===== config.mk =====
export PLATFORM = sky130hd
export DESIGN_NAME = evrRx
export DESIGN_NICKNAME = d
export VERILOG_FILES = /design/src/design/evrPkg.sv /design/src/design/commaAligner.sv /design/src/design/eventDecoder.sv /design/src/design/monitorQueue.sv /design/src/design/evrRx.sv
export SDC_FILE = /design/constraint.sdc
export NUM_CORES = 2
export LEC_CHECK = 0
export ABC_AREA = 1
export BUFFER_PORTS_ARGS = -buffer_cell sky130_fd_sc_hd__buf_2
export CAP_MARGIN = 10
export CORE_MARGIN = 2
export CORE_UTILIZATION = 64
export DETAILED_ROUTE_END_ITERATION = 8
export PLACE_DENSITY = 0.83
export SETUP_SLACK_MARGIN = 0.15
export SYNTH_ARGS = -nofsm -noshare
export SYNTH_HDL_FRONTEND = slang
export SYNTH_HIERARCHICAL = 1
export SYNTH_SLANG_ARGS = --single-unit

===== constraint.sdc =====
create_clock -name evrClk -period 4.2 [get_ports evrClk]
set_clock_uncertainty 0.05 [all_clocks]
set_input_delay 0.21 -clock evrClk [delete_from_list [all_inputs] [get_ports evrClk]]
set_output_delay 0.21 -clock evrClk [all_outputs]
set_load 0.1 [all_outputs]

===== src/design/evrPkg.sv =====
// Event receiver shared definitions

package evrPkg;

    //////////////////////////////////////////////////////////////////////
    // link and alignment
    localparam logic [7:0] COMMA_CHAR = 8'hBC;  // K28.5
    localparam int COMMAS_NEEDED = 60;          // clean commas before aligned
    localparam int COMMA_RELOAD = COMMAS_NEEDED - 1;
    localparam int COMMA_WIDTH = $clog2(COMMAS_NEEDED) + 1;  // msb is the aligned flag

    //////////////////////////////////////////////////////////////////////
    // event codes and markers
    localparam logic [7:0] PPS_CODE = 8'd125;
    localparam logic [7:0] HB_CODE = 8'd122;
    localparam int PPS_STRETCH_CYCLES = 60;
    localparam int HB_STRETCH_CYCLES = 400;  // shortened heartbeat for simulation
    // one counter width covers both stretchers
    localparam int STRETCH_WIDTH = $clog2(HB_STRETCH_CYCLES + 1);

    localparam int TRIGGER_COUNT = 8;
    localparam int TICK_WIDTH = 32;  // evrClk cycles since last PPS

    //////////////////////////////////////////////////////////////////////
    // monitor queue
    localparam int MON_DEPTH = 8;
    localparam int MON_PTR_WIDTH = $clog2(MON_DEPTH);
    localparam int MON_COUNT_WIDTH = MON_PTR_WIDTH + 1;  // holds 0..MON_DEPTH
    localparam int MON_CREDITS = 4;
    localparam int CREDIT_WIDTH = $clog2(MON_CREDITS + 1);

    //////////////////////////////////////////////////////////////////////
    // one received word, raw bits or dbus/code byte pair
    typedef union packed {
        logic [15:0] raw;
        struct packed {
            logic [7:0] dbus;  // distributed bus byte
            logic [7:0] code;  // event code, also where commas land
        } bytes;
    } evrWordU;

    typedef struct packed {
        evrWordU word;
        logic [1:0] isK;
        logic [1:0] notInTable;
        logic [1:0] dispErr;
    } rxWordS;  // 22 bits from the 8b/10b decoder

    typedef struct packed {
        evrWordU word;
        logic [1:0] isK;
    } charsS;  // 18 bits, zero unless aligned and clean

    typedef struct packed {
        logic monitor;                    // queue this code
        logic [TRIGGER_COUNT-1:0] trig;
    } actionS;

    typedef struct packed {
        logic en;
        logic [7:0] addr;  // event code to program
        actionS action;
    } actWrS;

    typedef struct packed {
        logic [7:0] code;
        logic [TICK_WIDTH-1:0] ticks;
    } monEntryS;

endpackage


===== src/design/commaAligner.sv =====
// Comma alignment and character gating

`timescale 1ns/1ps

module commaAligner (
    input  logic           evrClk,
    input  logic           reset_i,
    input  evrPkg::rxWordS rxWord_i,
    output evrPkg::charsS  chars_o,
    output logic           aligned_o
);

    import evrPkg::*;

    //////////////////////////////////////////////////////////////////////
    // comma counter
    // loaded with COMMAS_NEEDED-1, counts down once per clean comma,
    // the wrap past zero sets the msb and that is the aligned flag
    logic [COMMA_WIDTH-1:0] commaCounter;
    logic rxAligned;
    logic rxDataErr;
    logic isComma;

    assign rxAligned = commaCounter[COMMA_WIDTH-1];
    assign aligned_o = rxAligned;

    // K is only legal on the low byte
    assign rxDataErr = (rxWord_i.notInTable != 2'b00)
                    || (rxWord_i.dispErr != 2'b00)
                    || rxWord_i.isK[1];

    // comma check looks at the raw view, low byte only
    assign isComma = rxWord_i.isK[0] && (rxWord_i.word.raw[7:0] == COMMA_CHAR);

    always_ff @(posedge evrClk) begin
        if (reset_i) begin
            commaCounter <= COMMA_WIDTH'(COMMA_RELOAD);
        end
        else if (rxDataErr) begin
            commaCounter <= COMMA_WIDTH'(COMMA_RELOAD);  // start over
        end
        else if (!rxAligned && isComma) begin
            commaCounter <= commaCounter - COMMA_WIDTH'(1);
        end
    end

    //////////////////////////////////////////////////////////////////////
    // character stream
    // only words seen while already aligned get through, so a bad word
    // blanks its own slot and the flag drops in the same cycle
    always_ff @(posedge evrClk) begin
        if (reset_i) begin
            chars_o <= '0;
        end
        else if (rxAligned && !rxDataErr) begin
            chars_o.word <= rxWord_i.word;
            chars_o.isK <= rxWord_i.isK;
        end
        else begin
            chars_o <= '0;  // blank while hunting or on error
        end
    end

endmodule


===== src/design/eventDecoder.sv =====
// Event code decode, actions and markers

`timescale 1ns/1ps

module eventDecoder (
    input  logic                              evrClk,
    input  logic                              reset_i,
    input  evrPkg::charsS                     chars_i,
    input  evrPkg::actWrS                     actWr_i,
    output logic [7:0]                        evrCode_o,
    output logic                              evrCodeValid_o,
    output logic [7:0]                        evrDbus_o,
    output logic [evrPkg::TRIGGER_COUNT-1:0]  trigger_o,
    output logic                              ppsMarker_o,
    output logic                              hbMarker_o,
    output logic                              monPush_o,
    output evrPkg::monEntryS                  monEntry_o
);

    import evrPkg::*;

    // reload on hit, else run down to zero
    function automatic logic [STRETCH_WIDTH-1:0] stretchNext(
        input logic [STRETCH_WIDTH-1:0] count,
        input logic                     hit,
        input logic [STRETCH_WIDTH-1:0] length
    );
        if (hit) begin
            return length;
        end
        if (count != '0) begin
            return count - STRETCH_WIDTH'(1);
        end
        return count;
    endfunction

    actionS actTable [256];  // indexed by event code
    actionS actEntry;
    logic goodCode;
    logic [TICK_WIDTH-1:0] tickCount;
    logic [STRETCH_WIDTH-1:0] ppsCount;
    logic [STRETCH_WIDTH-1:0] hbCount;

    //////////////////////////////////////////////////////////////////////
    // code extraction, one cycle after chars
    assign goodCode = (chars_i.word.bytes.code != 8'h00) && !chars_i.isK[0];

    always_ff @(posedge evrClk) begin
        if (reset_i) begin
            evrCode_o <= 8'h00;
            evrCodeValid_o <= 1'b0;
        end
        else begin
            evrCode_o <= goodCode ? chars_i.word.bytes.code : 8'h00;  // commas read as 0
            evrCodeValid_o <= goodCode;
        end
        evrDbus_o <= chars_i.word.bytes.dbus;  // bus byte rides in every word
    end

    //////////////////////////////////////////////////////////////////////
    // action table
    always_ff @(posedge evrClk) begin
        if (reset_i) begin
            for (int i = 0; i < 256; i++) begin
                actTable[i] <= '0;
            end
        end
        else if (actWr_i.en) begin
            actTable[actWr_i.addr] <= actWr_i.action;
        end
    end

    assign actEntry = actTable[evrCode_o];  // lookup while the code is shown

    always_ff @(posedge evrClk) begin
        if (reset_i) begin
            trigger_o <= '0;
            monPush_o <= 1'b0;
        end
        else begin
            trigger_o <= evrCodeValid_o ? actEntry.trig : '0;
            monPush_o <= evrCodeValid_o && actEntry.monitor;
        end
        monEntry_o.code <= evrCode_o;
        monEntry_o.ticks <= tickCount;  // count as of the code cycle
    end

    //////////////////////////////////////////////////////////////////////
    // ticks since PPS and marker stretchers
    always_ff @(posedge evrClk) begin
        if (reset_i) begin
            tickCount <= '0;
            ppsCount <= '0;
            hbCount <= '0;
        end
        else begin
            tickCount <= (evrCode_o == PPS_CODE) ? '0 : tickCount + TICK_WIDTH'(1);
            ppsCount <= stretchNext(ppsCount, evrCode_o == PPS_CODE,
                                    STRETCH_WIDTH'(PPS_STRETCH_CYCLES));
            hbCount <= stretchNext(hbCount, evrCode_o == HB_CODE,
                                   STRETCH_WIDTH'(HB_STRETCH_CYCLES));
        end
    end

    assign ppsMarker_o = ppsCount != '0;  // high for the full stretch length
    assign hbMarker_o = hbCount != '0;

endmodule


===== src/design/monitorQueue.sv =====
// Monitored event FIFO with credit sender

`timescale 1ns/1ps

module monitorQueue (
    input  logic             evrClk,
    input  logic             reset_i,
    input  logic             push_i,
    input  evrPkg::monEntryS entry_i,
    input  logic             monCredit_i,
    output logic             monValid_o,
    output evrPkg::monEntryS monEntry_o,
    output logic             monDropped_o
);

    import evrPkg::*;

    monEntryS fifoMem [MON_DEPTH];  // entry storage
    logic [MON_PTR_WIDTH-1:0] wrPtr;
    logic [MON_PTR_WIDTH-1:0] rdPtr;
    logic [MON_COUNT_WIDTH-1:0] monCount;  // entries held
    logic [CREDIT_WIDTH-1:0] credits;      // entries the consumer can take
    logic full;
    logic empty;
    logic accept;
    logic send;

    //////////////////////////////////////////////////////////////////////
    // flags
    assign full = monCount == MON_COUNT_WIDTH'(MON_DEPTH);
    assign empty = monCount == '0;
    assign accept = push_i && !full;       // push into a full queue is lost
    assign send = !empty && (credits != '0);

    // head of queue goes straight out, one entry per credit
    assign monValid_o = send;
    assign monEntry_o = fifoMem[rdPtr];

    //////////////////////////////////////////////////////////////////////
    // storage
    always_ff @(posedge evrClk) begin
        if (accept) begin
            fifoMem[wrPtr] <= entry_i;
        end
    end

    //////////////////////////////////////////////////////////////////////
    // pointers and occupancy
    always_ff @(posedge evrClk) begin
        if (reset_i) begin
            wrPtr <= '0;
            rdPtr <= '0;
            monCount <= '0;
        end
        else begin
            if (accept) begin
                wrPtr <= wrPtr + MON_PTR_WIDTH'(1);  // depth is a power of two
            end
            if (send) begin
                rdPtr <= rdPtr + MON_PTR_WIDTH'(1);
            end
            case ({accept, send})
                2'b10: monCount <= monCount + MON_COUNT_WIDTH'(1);
                2'b01: monCount <= monCount - MON_COUNT_WIDTH'(1);
                default: monCount <= monCount;  // none, or in and out together
            endcase
        end
    end

    //////////////////////////////////////////////////////////////////////
    // credit counter
    // starts full, each send spends one, each returned pulse restores one
    always_ff @(posedge evrClk) begin
        if (reset_i) begin
            credits <= CREDIT_WIDTH'(MON_CREDITS);
        end
        else begin
            case ({send, monCredit_i})
                2'b10: credits <= credits - CREDIT_WIDTH'(1);
                2'b01: credits <= credits + CREDIT_WIDTH'(1);
                default: credits <= credits;
            endcase
        end
    end

    //////////////////////////////////////////////////////////////////////
    // overflow flag
    always_ff @(posedge evrClk) begin
        if (reset_i) begin
            monDropped_o <= 1'b0;
        end
        else if (push_i && full) begin
            monDropped_o <= 1'b1;  // sticky until reset
        end
    end

endmodule


===== src/design/evrRx.sv =====
// Event receiver core top level

`timescale 1ns/1ps

module evrRx (
    input  logic                              evrClk,
    input  logic                              reset_i,
    input  evrPkg::rxWordS                    rxWord_i,
    input  evrPkg::actWrS                     actWr_i,
    input  logic                              monCredit_i,
    output logic                              aligned_o,
    output logic [7:0]                        evrCode_o,
    output logic                              evrCodeValid_o,
    output logic [7:0]                        evrDbus_o,
    output logic [evrPkg::TRIGGER_COUNT-1:0]  trigger_o,
    output logic                              ppsMarker_o,
    output logic                              hbMarker_o,
    output logic                              monValid_o,
    output evrPkg::monEntryS                  monEntry_o,
    output logic                              monDropped_o
);

    import evrPkg::*;

    charsS chars;          // aligned characters
    logic monPush;         // monitored code seen
    monEntryS monEntry;    // code and ticks for the queue

    //////////////////////////////////////////////////////////////////////
    // input side, decoded link words in
    commaAligner i_commaAligner (
        .evrClk    (evrClk),
        .reset_i   (reset_i),
        .rxWord_i  (rxWord_i),
        .chars_o   (chars),
        .aligned_o (aligned_o)
    );

    //////////////////////////////////////////////////////////////////////
    // codes, bus byte, triggers, markers
    eventDecoder i_eventDecoder (
        .evrClk         (evrClk),
        .reset_i        (reset_i),
        .chars_i        (chars),
        .actWr_i        (actWr_i),
        .evrCode_o      (evrCode_o),
        .evrCodeValid_o (evrCodeValid_o),
        .evrDbus_o      (evrDbus_o),
        .trigger_o      (trigger_o),
        .ppsMarker_o    (ppsMarker_o),
        .hbMarker_o     (hbMarker_o),
        .monPush_o      (monPush),
        .monEntry_o     (monEntry)
    );

    //////////////////////////////////////////////////////////////////////
    // output side, credit link to the consumer
    monitorQueue i_monitorQueue (
        .evrClk       (evrClk),
        .reset_i      (reset_i),
        .push_i       (monPush),
        .entry_i      (monEntry),
        .monCredit_i  (monCredit_i),
        .monValid_o   (monValid_o),
        .monEntry_o   (monEntry_o),
        .monDropped_o (monDropped_o)
    );

endmodule


# Yosys cells after proc, flatten, opt, wreduce, memory -nomap -nowiden
# Memories as Yosys holds them, arrays and structs flattened. A register that Yosys moved wholly into a read port is not among the register bits.
# Cells that the tools add are included.
# W data, S select, Z words.
# totals
reg_bits,154
ramBits,2624
in_bits,43
output_inout_bits,70
word_cells,106
n_memories,2
# op_classes
n_addsub,10
n_eq_ne,8
muxes,33
n_bitwise,3
reduce_logical,32
# memory_table
name,words,width,read_ports,rd_ports_with_merged_regs,write_ports,line_no,rtl
i_eventDecoder.actTable,256,9,1,1,256,eventDecoder.sv:37,actionS actTable [256];
i_monitorQueue.fifoMem,8,40,1,1,1,monitorQueue.sv:18,monEntryS fifoMem [MON_DEPTH];
# ops
operator,count
$mux W9,9
$add A32 B1 Y32 const B,1
$mux W1,18
$reduce_bool A9 Y1,2
$sub A9 B1 Y9 const B,2
$eq A8 B7 Y1 const B,2
$mux W8,2
$reduce_bool A2 Y1,6
$reduce_or A2 Y1,5
$add A3 B1 Y3 const B,3
$reduce_or A9 Y1,1
$eq A8 B8 Y1 const B,1
$logic_and A1 B1 Y1,8
$pmux W4 S2,1
$reduce_bool A8 Y1,1
$sub A7 B1 Y7 const B,1
$mux W3,2
$pmux W3 S2,1
$logic_not A1 Y1,5
$add A4 B1 Y4 const B,1
$eq A2 B1 Y1 const B,2
$eq A2 B2 Y1 const B,2
$eq A4 B4 Y1 const B,1
$logic_not A4 Y1,1
other kinds (5),8

# Depth between registers and ports, before layout
# logic_depth
ltp_word,7
depth_mapped,20
ltp_nobuf,17

# Modules after synthesis
# Netlist, hierarchy kept.
# by_module_without_submodules
module,n_inst,cells_each,area_each_um2,seq_area_each_um2
eventDecoder,1,12352,112133.8,71508.6
monitorQueue,1,1018,13578.0,9949.5
commaAligner,1,116,915.9,500.5

# Least setup slack after synthesis
# No wires, ideal clock.
# synth_timing
path_kind,reg-to-reg
start,reg i_monitorQueue.monCount[0]
end,mem i_monitorQueue/fifoMem[1][0] in the netlist's numbering (enable)
setup_time_ns,0.438
arrival_time_ns,2.510
t_required_ns,3.712
setup_slack_ns,1.202
path_stages_with_launch,7
n_path_buf,0
period_less_slack_ns,2.998
cell_sequence,dfxtp_1 > nor2_1 > nand3_1 > nand2_2 > nor2_1 > inv_2 > nor2_1
# synth_via
elab_chain_len,5
# synth_lines
element,line_no,rtl
"start, declared",monitorQueue.sv:21,logic [MON_COUNT_WIDTH-1:0] monCount;
"start signal, assigned",monitorQueue.sv:63,2'b10: monCount <= monCount + MON_COUNT_WIDTH'(1);
"start signal, assigned",monitorQueue.sv:64,2'b01: monCount <= monCount - MON_COUNT_WIDTH'(1);
"start signal, assigned",monitorQueue.sv:65,default: monCount <= monCount;
$eq A4 B4 Y1,monitorQueue.sv:30,assign full = monCount == MON_COUNT_WIDTH'(MON_DEPTH);
$logic_not A1 Y1,monitorQueue.sv:32,assign accept = push_i && !full;
$logic_and A1 B1 Y1,monitorQueue.sv:32,
$mux W1,monitorQueue.sv:42,if (accept) begin
$mux W1 (implied by the code),monitorQueue.sv:43,fifoMem[wrPtr] <= entry_i;
"end, declared",monitorQueue.sv:18,
# No other way between the ends.

==> summary.txt <==
Clock tree
  • Post-CTS resize count: 0
  • Worst-case clock buffer depth: 4
  • Num CTS Buffers: 296
  • CTS sink count: 2781
  • Post-CTS setup buffers: 0
  • H-Tree Depth: 5
  • CTS tree: yes
  • Clock root cell: clkbuf_16
  • Worst skew pair latency: 0.97 ns
  • Clk pin slew, worst setup/hold paths: 0.06 ns

Global routing
  • Number of global-route vias before repair: 94000
  • Pin count of the biggest net entering global routing: 208
  • Initial antenna violation count: 12
  • First-pass GRT wire length: 534000 um
  • Total Routing Usage GR: 34.4%
  • Global route overflow: 0

Placed design
  • Dpl hpwl: 208000 um
  • DP Cell Count: 15600
  • Dpl ws: 0.862 ns
  • GPL Wtd Cong: 0.953
  • IO buf count: 112

Yosys
  • Syn. warnings: 6
  • Net Count, Synth: 13500
  • Synthesized cell area: 127000 um^2
  • Avg Cell Area, Syn: 9.39 um^2
  • Cells after synthesis: 13500

STA
  • Max Fclk: 0.279 GHz
  • Unrepaired setup endpoints after global routing: no
  • Fin crit share: 85.4%
  • Max-slew headroom at the worst pin: 12.1%
  • Clock period minus worst slack: 3.59 ns
  • Setup violators final: 0
  • Pins Over Slew Limit: 0
  • Setup TNS Final: 0 ns
  • Setup slack after layout: 0.614 ns
  • Pin slew with the least headroom to its limit: 1.32 ns
  • Final Hold Viols: 0

Hold path
  • Worst Hold End: i_eventDecoder/actTable[156][7]
  • Min-Delay Path Depth: 4
  • Hold Path Origin: actWr_i[10]
  • Worst Hold Class: input pin to flip-flop

Route
  • Routed len/inst: 21.9 um
  • Final wirelength: 354000 um
  • Via count: 97800
  • Vias/cell: 6.05
  • 1st-iter DRT viols: 14700
  • Drt pass-1 iters: 8
  • DRC: 0
  • Routed Antenna Nets: 0

Finish
  • Final #Nets: 13300
  • Fraction of layout cells with a size suffix above 1: 6.23%
  • Area Growth Syn to Fin: 9.26%
  • Final Instance Count excl. Fillers: 16200

Die
  • Starting Density: 64.3%
  • CORE AREA: 197000 um^2
  • Die Y: 449 um
  • Io pins: 113
  • Die Width: 449 um
  • # rows: 163
  • DIE AREA: 201000 um^2

Critical path
  • Worst r2r path cells: 18
  • Most numerous cell on the critical path: nand2_1
  • Worst setup path startpoint: i_eventDecoder/evrCode_o[0]
  • Slowest stage delay, CP: 0.65 ns
  • Worst EP arrival: 4.38 ns
  • Startpoint types: flip-flop
  • Critical Path RT: 5.00 ns
  • FF-to-FF Start: i_eventDecoder/evrCode_o[0]
  • Maximum fanout along the worst path: 207
  • CP endpoint kind: flip-flop
  • Crit Reg-Reg Endpoint: i_eventDecoder/trigger_o[7]
  • Worst reg2reg setup slack: 0.61 ns
  • Worst Setup Path Type: flip-flop to flip-flop
  • Critical-path top delay cell: dfxtp_4
  • Critical-path cell list: clkinv_16 > buf_12 > buf_12 > nand2_1 > nand3_1 > nand2_1 > nand2_1 > nand2_1 > inv_1 > nand2_1 > nand2_1 > nand2_1 > inv_1 > nand2_1 > nand2_1 > nand2_1 > clkinv_1 > a21oi_1

Power and ir drop
  • Sw Pwr: 16.4 mW
  • Internal power: 47.3 mW
  • Sequential share of power: 50.2%
  • Leakage: 56.5 nW
  • VDD IR max: 0.370 mV
  • Power Density: 461 nW/um^2
  • Switch share: 25.8%
  • Clock Power Share: 39.1%
  • Comb pwr share: 10.7%

Job
  • Max-cap violations: 0

Run status
  • Outcome: complete, no violations
## worst max path at each step
| stage | endpoint | slack (ns) |
|---|---|---|
| 2_1_floorplan | i_monitorQueue/fifoMem[1][0] | 1.20 |
| 3_3_place_gp | i_eventDecoder/actTable[77][2] | 0.63 |
| 3_5_place_dp | i_eventDecoder/trigger_o[7] | 0.86 |
| 4_1_cts | monEntry_o[6] | 0.70 |
| 5_1_grt | i_eventDecoder/trigger_o[7] | 0.47 |
| 6_report | i_eventDecoder/trigger_o[7] | 0.61 |
## power groups by stage
| stage | combinational (mW) | clock (mW) | sequential, mW |
|---|---|---|---|
| after floorplan | 5.38 | 0 | 32.3 |
| after global placement | 6.44 | 0 | 32.5 |
| after detailed placement | 6.64 | 0 | 32.6 |
| after CTS | 6.74 | 25.0 | 32.0 |
| after global routing | 7.29 | 26.1 | 32.1 |
| final | 6.82 | 24.9 | 32.0 |
## stage by stage
step / total power [mW] / hold slack, ns / area (um^2) / utilization, %
2_1_floorplan: 37.7 / 0.260 / 127000 / -
3_3_place_gp: 38.9 / 0.262 / 129000 / 65.3
3_5_place_dp: 39.2 / 0.262 / 129000 / 65.3
4_1_cts: 63.8 / 0.00111 / 138000 / 70.2
5_1_grt: 65.5 / 0.0580 / 138000 / 70.2
6_report: 63.7 / 0.0832 / 138000 / 70.2
## metal layers
layer | up-vias | global-route usage (%) | part of all wire, %
li1 | 43500 | - | -
met4 | 6 | 19.9 | 6.4
met5 | - | 0 | 0.013
met3 | 1347 | 7.95 | 14
met1 | 45800 | 43.7 | 34
met2 | 7100 | 54.6 | 46
## registers in the layout, summed over array words and instances, names as in the netlist, 9 cells and up, named ones only
name / cells
i_commaAligner/chars_o: 17
i_eventDecoder/actTable: 2304
i_eventDecoder/hbCount: 9
i_eventDecoder/monEntry_o: 40
i_eventDecoder/ppsCount: 9
i_eventDecoder/tickCount: 32
i_monitorQueue/fifoMem: 320
## layout by cell type, fill, tap and decap left out, types with 65 or more instances in the layout
cell type	instances
a21oi_1	146
buf_2	112
buf_4	124
clkbuf_1	65
clkbuf_16	307
dfxtp_1	150
dlygate4sd3_1	67
edfxtp_1	2624
inv_1	915
nand2_1	3316
nand3_1	892
nor2_1	3515
o21ai_0	577
o21ai_1	120
## worst max-delay path, delay by kind of cell (launching register included)
| kind | cells | cell delay (ns) |
|---|---|---|
| buf+inv | 6 | 1.35 |
| simple gates | 11 | 1.15 |
| flops | 1 | 0.65 |
| compound gates | 1 | 0.11 |
## layout make-up
type | count | area (um^2)
multi-input combinational | 8899 | 36900
fill | 13800 | 58700
tap | 2640 | 3300
inverter | 948 | 3680
clock buffer | 385 | 8090
sequential | 2781 | 82000
timing repair buffer | 366 | 3420
clock inverter | 129 | 978
antenna | 14 | 35.0
## what timing repair did
item | CTS | global route
hold buffers | 67 | 0
setup endpoints to repair | 0 | 0
endpoints found under the hold margin | 724 | 0
Power figures use the tool's default switching activity.
